===== config.mk =====
export PLATFORM = sky130hd
export DESIGN_NAME = rv_core
export DESIGN_NICKNAME = d
export VERILOG_FILES = /design/src/rv_pkg.sv /design/src/rv_core.sv
export SDC_FILE = /design/constraint.sdc
export NUM_CORES = 2
export LEC_CHECK = 0
export ABC_CLOCK_PERIOD_IN_PS = 6270
export BUFFER_PORTS_ARGS = -buffer_cell sky130_fd_sc_hd__buf_2
export CAP_MARGIN = 5
export CORE_MARGIN = 2
export CORE_UTILIZATION = 30
export CTS_CLUSTER_SIZE = 25
export DETAILED_ROUTE_END_ITERATION = 10
export MAX_ROUTING_LAYER = met4
export PLACE_DENSITY = 0.53
export SYNTH_ARGS = -nofsm -noshare
export SYNTH_HDL_FRONTEND = slang
export SYNTH_SLANG_ARGS = --single-unit

===== constraint.sdc =====
create_clock -name clk -period 6.27 [get_ports clk]
set_input_delay 0.627 -clock clk [delete_from_list [all_inputs] [get_ports clk]]
set_output_delay 0.627 -clock clk [all_outputs]
set_load 0.01 [all_outputs]

===== src/rv_pkg.sv =====
// shared definitions for the RV32I SoC
// opcodes, memory access codes, core to RAM request struct, address map

package rv_pkg;

  localparam int xlen = 32;  // data width
  localparam int ram_words = 1024;  // RAM depth in words
  localparam logic [31:0] io_addr = 32'h0000_1000;  // output word, above RAM

  localparam int unsigned default_startup_wait = 16;  // silicon needs far more
  localparam int unsigned default_image_bytes = 256;

  // write sizes
  localparam logic [1:0] wr_none = 2'b00;
  localparam logic [1:0] wr_byte = 2'b01;
  localparam logic [1:0] wr_half = 2'b10;
  localparam logic [1:0] wr_word = 2'b11;

  // read sizes, bit 2 asks for sign extension
  localparam logic [2:0] rd_none   = 3'b000;
  localparam logic [2:0] rd_byte_u = 3'b001;
  localparam logic [2:0] rd_half_u = 3'b010;
  localparam logic [2:0] rd_byte_s = 3'b101;
  localparam logic [2:0] rd_half_s = 3'b110;
  localparam logic [2:0] rd_word   = 3'b111;

  // major opcodes
  localparam logic [6:0] op_lui    = 7'b0110111;
  localparam logic [6:0] op_auipc  = 7'b0010111;
  localparam logic [6:0] op_jal    = 7'b1101111;
  localparam logic [6:0] op_jalr   = 7'b1100111;
  localparam logic [6:0] op_branch = 7'b1100011;
  localparam logic [6:0] op_load   = 7'b0000011;
  localparam logic [6:0] op_store  = 7'b0100011;
  localparam logic [6:0] op_imm    = 7'b0010011;
  localparam logic [6:0] op_reg    = 7'b0110011;

  typedef struct packed {
    logic            enable;      // request taken in every cycle it is high
    logic [1:0]      write_type;
    logic [2:0]      read_type;
    logic [xlen-1:0] address;     // byte address
    logic [xlen-1:0] data_in;     // store data, low bits used for byte and half
  } ramio_req_t;

endpackage


===== src/rv_core.sv =====
// reduced multi-cycle RV32I core
// boots by copying an image from SPI flash (read command 0x03) into RAM
// then runs it, fetch and execute per instruction plus store or load wait

`timescale 1ns/1ps

module rv_core import rv_pkg::*; #(
  parameter int unsigned StartupWaitCycles  = default_startup_wait,
  parameter int unsigned FlashTransferBytes = default_image_bytes
) (
  input  logic            clk,
  input  logic            rst_n,
  output logic            led,
  output ramio_req_t      mem_req,
  input  logic [xlen-1:0] mem_rdata,
  input  logic            mem_ready,
  input  logic            mem_busy,
  output logic            flash_clk,
  output logic            flash_mosi,
  output logic            flash_cs,
  input  logic            flash_miso,
  output logic [4:0]      rs1,
  output logic [4:0]      rs2,
  output logic [4:0]      rd,
  output logic            rd_we,
  output logic [xlen-1:0] rd_wdata,
  input  logic [xlen-1:0] rs1_data,
  input  logic [xlen-1:0] rs2_data
);

  typedef enum logic [3:0] {
    st_boot_init,
    st_boot_load_cmd,
    st_boot_send,
    st_boot_load_addr,
    st_boot_read,
    st_boot_start_write,
    st_boot_write,
    st_fetch,
    st_execute,
    st_store,
    st_load
  } state_e;

  state_e state;
  state_e return_state;  // where st_boot_send goes when done

  logic [31:0]     flash_counter;
  logic [23:0]     flash_shift;  // outgoing bits, msb first
  logic [4:0]      flash_bits;
  logic [7:0]      flash_byte;
  logic [1:0]      flash_byte_num;
  logic [31:0]     flash_word;
  logic [xlen-1:0] boot_addr;

  logic [xlen-1:0] pc;
  logic [xlen-1:0] ir;
  logic [6:0]      opcode;
  logic [2:0]      funct3;
  logic [xlen-1:0] u_imm;
  logic [xlen-1:0] i_imm;
  logic [xlen-1:0] s_imm;
  logic [xlen-1:0] b_imm;
  logic [xlen-1:0] j_imm;
  logic [xlen-1:0] alu_b;
  logic [4:0]      shamt;
  logic [xlen-1:0] alu_out;
  logic            branch_taken;
  logic [xlen-1:0] next_pc;
  logic [2:0]      load_type;
  logic [1:0]      store_type;

  assign opcode = ir[6:0];
  assign funct3 = ir[14:12];
  assign rs1    = ir[19:15];
  assign rs2    = ir[24:20];
  assign rd     = ir[11:7];

  assign u_imm = {ir[31:12], 12'b0};
  assign i_imm = {{20{ir[31]}}, ir[31:20]};
  assign s_imm = {{20{ir[31]}}, ir[31:25], ir[11:7]};
  assign b_imm = {{20{ir[31]}}, ir[7], ir[30:25], ir[11:8], 1'b0};
  assign j_imm = {{12{ir[31]}}, ir[19:12], ir[20], ir[30:21], 1'b0};

  // one ALU for register and immediate forms
  assign alu_b = (opcode == op_reg) ? rs2_data : i_imm;
  assign shamt = alu_b[4:0];  // ir[24:20] for the immediate shifts

  always_comb begin
    case (funct3)
      3'b000: alu_out = (opcode == op_reg && ir[30]) ? rs1_data - alu_b : rs1_data + alu_b;
      3'b001: alu_out = rs1_data << shamt;
      3'b010: alu_out = {{(xlen-1){1'b0}}, $signed(rs1_data) < $signed(alu_b)};
      3'b011: alu_out = {{(xlen-1){1'b0}}, rs1_data < alu_b};
      3'b100: alu_out = rs1_data ^ alu_b;
      3'b101: begin
        if (ir[30]) alu_out = $unsigned($signed(rs1_data) >>> shamt);
        else alu_out = rs1_data >> shamt;
      end
      3'b110: alu_out = rs1_data | alu_b;
      default: alu_out = rs1_data & alu_b;
    endcase
  end

  always_comb begin
    case (funct3)
      3'b000: branch_taken = (rs1_data == rs2_data);
      3'b001: branch_taken = (rs1_data != rs2_data);
      3'b100: branch_taken = ($signed(rs1_data) < $signed(rs2_data));
      3'b101: branch_taken = ($signed(rs1_data) >= $signed(rs2_data));
      3'b110: branch_taken = (rs1_data < rs2_data);
      3'b111: branch_taken = (rs1_data >= rs2_data);
      default: branch_taken = 1'b0;
    endcase
    next_pc = pc + 4;
    case (opcode)
      op_jal: next_pc = pc + j_imm;
      op_jalr: begin
        next_pc = rs1_data + i_imm;
        next_pc[0] = 1'b0;
      end
      op_branch: if (branch_taken) next_pc = pc + b_imm;
      default: ;
    endcase
  end

  always_comb begin
    case (funct3)
      3'b000: load_type = rd_byte_s;
      3'b001: load_type = rd_half_s;
      3'b010: load_type = rd_word;
      3'b100: load_type = rd_byte_u;
      3'b101: load_type = rd_half_u;
      default: load_type = rd_none;  // illegal
    endcase
    case (funct3)
      3'b000: store_type = wr_byte;
      3'b001: store_type = wr_half;
      3'b010: store_type = wr_word;
      default: store_type = wr_none;  // illegal
    endcase
  end

  always_ff @(posedge clk or negedge rst_n) begin
    if (!rst_n) begin
      state <= st_boot_init;
      return_state <= st_boot_init;
      flash_counter <= '0;
      flash_shift <= '0;
      flash_bits <= '0;
      flash_byte <= '0;
      flash_byte_num <= '0;
      flash_word <= '0;
      boot_addr <= '0;
      flash_clk <= 1'b0;
      flash_mosi <= 1'b0;
      flash_cs <= 1'b1;
      mem_req <= '0;
      pc <= '0;
      ir <= '0;
      rd_we <= 1'b0;
      rd_wdata <= '0;
      led <= 1'b1;
    end else begin
      case (state)
        st_boot_init: begin
          flash_counter <= flash_counter + 32'd1;
          if (flash_counter >= StartupWaitCycles) begin
            flash_counter <= '0;
            state <= st_boot_load_cmd;
          end
        end
        st_boot_load_cmd: begin
          flash_cs <= 1'b0;
          flash_shift <= {8'h03, 16'h0000};  // read command
          flash_bits <= 5'd8;
          return_state <= st_boot_load_addr;
          state <= st_boot_send;
        end
        st_boot_load_addr: begin
          flash_shift <= 24'h000000;  // image starts at flash address 0
          flash_bits <= 5'd24;
          flash_byte_num <= '0;
          return_state <= st_boot_read;
          state <= st_boot_send;
        end
        st_boot_send: begin
          if (!flash_counter[0]) begin  // clk low, put out next bit
            flash_counter <= 32'd1;
            flash_clk <= 1'b0;
            flash_mosi <= flash_shift[23];
            flash_shift <= {flash_shift[22:0], 1'b0};
            flash_bits <= flash_bits - 5'd1;
          end else begin
            flash_counter <= '0;
            flash_clk <= 1'b1;
            if (flash_bits == 5'd0) state <= return_state;
          end
        end
        st_boot_read: begin
          flash_counter <= flash_counter + 32'd1;
          if (!flash_counter[0]) begin
            flash_clk <= 1'b0;
            if (flash_counter[3:0] == 4'd0 && flash_counter != '0) begin  // byte every 16
              flash_word <= {flash_byte, flash_word[31:8]};  // little endian
              flash_byte_num <= flash_byte_num + 2'd1;
              if (flash_byte_num == 2'd3) state <= st_boot_start_write;
            end
          end else begin
            flash_clk <= 1'b1;
            flash_byte <= {flash_byte[6:0], flash_miso};  // sample on rising phase
          end
        end
        st_boot_start_write: begin
          if (!mem_busy) begin
            mem_req.enable <= 1'b1;
            mem_req.write_type <= wr_word;
            mem_req.read_type <= rd_none;
            mem_req.address <= boot_addr;
            mem_req.data_in <= flash_word;
            boot_addr <= boot_addr + 4;
            state <= st_boot_write;
          end
        end
        st_boot_write: begin
          mem_req.enable <= 1'b0;  // single write cycle
          if (!mem_req.enable && !mem_busy) begin
            if (boot_addr < FlashTransferBytes) begin
              state <= st_boot_read;
            end else begin
              flash_cs <= 1'b1;  // image done
              pc <= '0;
              state <= st_fetch;
            end
          end
        end
        st_fetch: begin
          rd_we <= 1'b0;
          if (!mem_req.enable) begin
            if (!mem_busy) begin  // issue read at pc
              mem_req.enable <= 1'b1;
              mem_req.write_type <= wr_none;
              mem_req.read_type <= rd_word;
              mem_req.address <= pc;
            end
          end else if (mem_ready) begin
            ir <= mem_rdata;
            mem_req.enable <= 1'b0;
            state <= st_execute;
          end
        end
        st_execute: begin
          pc <= next_pc;
          mem_req.enable <= 1'b1;  // prefetch next instruction by default
          mem_req.write_type <= wr_none;
          mem_req.read_type <= rd_word;
          mem_req.address <= next_pc;
          state <= st_fetch;
          case (opcode)
            op_lui: begin
              rd_we <= 1'b1;
              rd_wdata <= u_imm;
            end
            op_auipc: begin
              rd_we <= 1'b1;
              rd_wdata <= pc + u_imm;
            end
            op_jal, op_jalr: begin
              rd_we <= 1'b1;
              rd_wdata <= pc + 4;  // link
            end
            op_imm, op_reg: begin
              rd_we <= 1'b1;
              rd_wdata <= alu_out;
            end
            op_branch: begin
              if (funct3 == 3'b010 || funct3 == 3'b011) led <= 1'b0;
            end
            op_store: begin
              mem_req.write_type <= store_type;
              mem_req.read_type <= rd_none;
              mem_req.address <= rs1_data + s_imm;
              mem_req.data_in <= rs2_data;
              if (store_type == wr_none) led <= 1'b0;
              state <= st_store;
            end
            op_load: begin
              if (load_type == rd_none) begin
                led <= 1'b0;  // skip it, plain fetch follows
              end else begin
                mem_req.read_type <= load_type;
                mem_req.address <= rs1_data + i_imm;
                state <= st_load;
              end
            end
            default: led <= 1'b0;  // unknown opcode
          endcase
        end
        st_store: begin
          mem_req.enable <= 1'b0;
          if (!mem_req.enable && !mem_busy) state <= st_fetch;
        end
        st_load: begin
          if (mem_ready) begin
            rd_we <= 1'b1;
            rd_wdata <= mem_rdata;
            mem_req.enable <= 1'b0;  // fetch issues the next read
            state <= st_fetch;
          end
        end
        default: state <= st_boot_init;
      endcase
    end
  end

  // flash stays deselected once the program runs
  assert property (@(posedge clk) disable iff (!rst_n)
    (state inside {st_fetch, st_execute, st_store, st_load}) |-> flash_cs);

endmodule


=== After elaboration in Yosys (flattened, before gate mapping) ===
Cells that the tools add are included.

* Register bits: 314
* Input bits: 101
* Logic and storage cells: 214

* $add $sub $neg: 12
* Magnitude comparators: 8
* Equal/unequal tests: 51
* Shift operators: 3
* Muxes and demuxes: 66
* Bitwise operators: 6
* Reductions and logical operators: 46

{| class="wikitable"
|+ Operators by type and width
! kind !! number
|-
| $mux W32 || 9
|-
| $pmux W32 S7 || 1
|-
| $add A32 B32 Y32 || 6
|-
| $pmux W32 S2 || 3
|-
| $pmux W32 S3 || 2
|-
| $lt A32 B32 Y1 || 4
|-
| $pmux W32 S4 || 1
|-
| $pmux W37 S3 || 1
|-
| $pmux W24 S3 || 1
|-
| $mux W70 || 1
|-
| $pmux W35 S2 || 1
|-
| $add A32 B3 Y32 const B || 2
|-
| $ge A32 B32 Y1 || 2
|-
| $mux W4 || 13
|-
| $ne A2 B2 Y1 const B || 20
|-
| $pmux W4 S10 || 1
|-
| $mux W38 || 1
|-
| $mux W37 || 1
|-
| $mux W35 || 1
|-
| $add A32 B1 Y32 const B || 1
|-
| $and A32 B32 Y32 || 1
|-
| $eq A32 B32 Y1 || 1
|-
| $ge A32 B5 Y1 const B || 1
|-
| $lt A32 B9 Y1 const B || 1
|-
| 56 further kinds || 116
|}

=== Longest topological paths before layout ===
* Word-level depth: 7
* Gate-level depth with buffers: 20
* Mapped depth without buffers: 16

=== Least setup slack after synthesis ===
OpenSTA, ideal clock, no wires.

* Kind: reg-to-reg
* Start point: register ir[3]
* End point: register rd_wdata[30]
* Setup time: 0.124 ns
* Arrival: 4.437 ns
* Path slack: 1.709 ns
* Cell stages (with the launch flop): 20
* Buffers on the path: 3
* Clock period less this slack: 4.561 ns
* Cell sequence: dfrtp_1 and4bb_1 buf_2 nand3_2 nand2_2 clkbuf_1 clkbuf_1 ha_1 inv_1 fa_1 nor2b_1 nor3_1 o211ai_1 a41oi_1 o211ai_1 a2111oi_2 nor3_1 a2111oi_1 nor4b_1 a211o_1

* Word-level cells in the longest chain between the ends: 7
* Elaborated cells on any way between the ends: 25
* Classes of those cells: 2 x add/sub; 7 x eq/ne; 3 x shift; 6 x mux; 3 x bitwise; 4 x reduce/logical

{| class="wikitable"
|+ RTL lines
! item !! RTL line !! RTL
|-
| start: declaration || rv_core.sv:57 || <nowiki>logic [xlen-1:0] ir;</nowiki>
|-
| start signal: assignment || rv_core.sv:247 || <nowiki>ir <= mem_rdata;</nowiki>
|-
| $eq A7 B6 Y1 || rv_core.sv:86, rv_core.sv:91, rv_core.sv:259 ||
|-
| $mux W32 || rv_core.sv:86 || <nowiki>assign alu_b = (opcode == op_reg) ? rs2_data : i_imm;</nowiki>
|-
| $add A32 B32 Y32, or another cell as far along || rv_core.sv:91 || <nowiki>3'b000: alu_out = (opcode == op_reg && ir[30]) ? rs1_data - alu_b : rs1_data + alu_b;</nowiki>
|-
| $mux W32, on equally long branches || rv_core.sv:91, rv_core.sv:97 ||
|-
| $pmux W32 S7 || rv_core.sv:90 || <nowiki>case (funct3)</nowiki>
|-
| $pmux W32 S4 || rv_core.sv:259 || <nowiki>case (opcode)</nowiki>
|-
| $pmux W32 S2 || rv_core.sv:165 || <nowiki>case (state)</nowiki>
|-
| end signal: assignment || rv_core.sv:262 || <nowiki>rd_wdata <= u_imm;</nowiki>
|-
| end signal: assignment || rv_core.sv:266 || <nowiki>rd_wdata <= pc + u_imm;</nowiki>
|-
| end signal: assignment || rv_core.sv:270 || <nowiki>rd_wdata <= pc + 4;</nowiki>
|-
| end: declaration || rv_core.sv:26 || <nowiki>output logic [xlen-1:0] rd_wdata,</nowiki>
|}

Several ways; a longest one is shown, not always the timed one.
A chain may end at the register's enable or synchronous reset.

=== Final worst setup path ===
* Start point: register ir[5]
* End point: register rd_wdata[31]

Same word-level chain as after synthesis.

==> metrics <==
Buf/Inv on CP 2; Final WS setup 0.507 ns; Syn Inst Count 4391; Hold Path Origin mem_rdata[27]; WP data arrival 6.25 ns; Post-Syn Nets 4729; GPL Wtd Cong 1.08; Area growth syn-to-layout 12.2%; Final ANT Viol Nets 0; via count 37800; Least-Margin Pin Slew 1.30 ns; clock slew at reported path FFs 0.06 ns; final net count 4813; clk_lat worst skew 0.61 ns; clk root buf clkbuf_16; Post-synth EDFFs 0; die span in x 335 um; Mean Syn Cell Area 7.50 um2; crit-path cells and3b_1 -> nand2_1 -> and2_1 -> a21o_1 -> inv_1 -> ha_1 -> inv_1 -> a221oi_1 -> o2111ai_1 -> a311oi_1 -> nor4b_1 -> o211ai_1 -> nand4_1 -> a31oi_1 -> xor2_1 -> a211o_1; Final TNS setup 0 ns; Die Height 335 um; first drt pass iteration count 9; Core ar. 109000 um2; clock tree buffer depth 3; Critical-path top delay cell a311oi_1; Die Area 112000 um2; I/O Buffers 222; synthesized area 32900 um2; total gr overflow 0; IO Pins 223; post-CTS resize count 0; H-tree levels 2; most frequent cells in the layout 478 x nand2_1, 406 x nor2_1, 367 x a21oi_1; total power 5.01 mW; num rows 121; Worst Hold Class primary input to flop; critical path capture point type flop; post-route cell area 36900 um2; PwrDens 136 nW/um2; placed cell area 35600 um2; Num CTS Buffers 39; initial antenna violation count 8; unrepaired setup endpoints after global routing no; final slew viol count 0; maximum VDD drop 0.165 mV; warnings from Yosys 0; Fin. Hold Viols 0; Fmax achieved 174 MHz; first-pass GRT wire length 287000 um; post-DR wirelength/cell 35.4 um; vias in the first global route 35300; register bit total from synthesis 294; routed vias/inst 6.38; # hold bufs at CTS 1; most used cell along the critical path inv_1; FFs w/ async S/R, synth 100%; outcome finished, final reports clean; Initial DRC Count 4262; CP Launch Type flop; CP required 6.75 ns; max-cap viol count 0; gr usage total 37.1%; DRC violations left 0; P_leak 15.9 nW; Worst Clk Skew 0.0333 ns; synth unique cells 108; period utilization 91.9%; Crit Path Class flop to flop; Tmin final 5.76 ns; dpl hpwl 168000 um; critical path launch point ir[5]; filler cell count 11700; commonest non-fill, non-tap cell in the layout nand2_1; relative slew slack 13.1%; Finish-stage setup viols 0; post-CTS setup buffer count 0; largest net degree at the start of global routing 122; Top FF cell, synth dfrtp_1; Place WS 0.676 ns; CTS tree done; FF+latch area 7360 um2; proportion of layout cells with a drive suffix above 1 12.9%; Routed WL 210000 um; multi-input logic area 23600 um2; worst flop-to-flop path startpoint ir[5]; clk sinks 294; register area share after synthesis 22.4%; crit-path max FO 11; Initial Utilization 30.2%; delay-heaviest family, CP compound AO/OA/AOI/OAI gates; CP max stage delay 0.80 ns
stage by stage:
step                cells  hold WS [ns]  util, %
floorplan            4391         0.331        -
global placement     5847         0.460     32.7
detailed placement   5847         0.469     32.7
CTS                  5915         0.252     33.9
global route         5919         0.269     33.9
finish               5920         0.276     33.9
worst reg2reg max path: stages, from the launching register on:
cell and delay, ns:
dfrtp_1 0.51, and3b_1 0.25, nand2_1 0.46, and2_1 0.59
a21o_1 0.17, inv_1 0.06, ha_1 0.49, inv_1 0.21
a221oi_1 0.58, o2111ai_1 0.27, a311oi_1 0.80, nor4b_1 0.21
o211ai_1 0.34, nand4_1 0.13, a31oi_1 0.23, xor2_1 0.11
a211o_1 0.26
metal layers:
layer / global-route usage, % / share of wire, % / vias to the layer above
li1: - / - / 16400
met1: 46.4 / 41 / 18800
met2: 56.3 / 44 / 2047
met3: 4.76 / 6.9 / 500
met4: 24.2 / 8.0 / 0
met5: - / 0 / -
power breakdown:
group / internal, mW / switching [mW]
logic: 0.197 / 0.564
clock network: 1.37 / 0.962
registers: 1.91 / 0.0139
final timing paths:
kind / endpoint / slack (ns) / cells past startpoint
setup / recovery: rd_wdata[31] / 0.51 / 16
hold / removal: ir[27] / 0.28 / 2
setup reg to reg: rd_wdata[31] / 0.51 / 16
hold reg to reg: mem_req[65] / 0.48 / 2
max in group asynchronous: ir[13] / 4.27 / 3
min in group asynchronous: pc[24] / 0.57 / 2
Yosys cell counts, types with 35 or more instances:
library cell / instances / area share (%)
a211oi_1: 81 / 1.8
a21o_1: 98 / 2.2
a21oi_1: 367 / 5.6
a221oi_1: 50 / 1.3
a31oi_1: 98 / 1.9
and3_1: 37 / 0.70
buf_2: 60 / 0.91
clkbuf_1: 210 / 2.4
dfrtp_1: 292 / 22
ha_1: 230 / 8.7
inv_1: 171 / 1.9
mux2_2: 79 / 2.7
mux2i_1: 69 / 2.1
nand2_1: 479 / 5.5
nand2b_1: 43 / 0.82
nand3_1: 145 / 2.2
nand4_1: 48 / 0.91
nor2_1: 414 / 4.7
nor3_1: 78 / 1.2
nor4_1: 37 / 0.70
o211ai_1: 45 / 1.0
o21ai_0: 315 / 4.8
o21ai_1: 54 / 0.82
o221ai_1: 38 / 1.0
o22ai_1: 35 / 0.67
xnor2_1: 118 / 3.1
xor2_1: 80 / 2.1
logic make-up (layout without fill, tap and decap cells):
kind of cell	count (synthesis)	count (layout)	synth area share (%)
xor+xnor	198	198	5.27
fa+ha+maj	237	237	9.17
buf+inv	495	605	6.23
flops	294	294	22.4
simple gates	1433	1433	20.1
other cells	0	5	0
compound gates	1582	1582	31.8
mux	152	152	5.04
area by class of cell:
type                    count  area share, %
multi-input cells        3602           63.9
flip-flops and latches    294           19.9
repair buffers            360           6.02
well taps                1414           4.79
clock buffers              58           3.17
inverters                 178           1.82
clock inverters             9          0.285
diodes                      5         0.0339
flip-flops by register name, indices dropped and copies added, names as in the netlist, 2 cells and up:
signal	flops
flash_word	32
mem_req	70
boot_addr	30
flash_shift	8
return_state	2
ir	32
flash_bits	5
flash_byte	8
flash_counter	32
rd_wdata	32
pc	32
state	4
flash_byte_num	2
No activity file was read; power rests on OpenSTA's default activity.
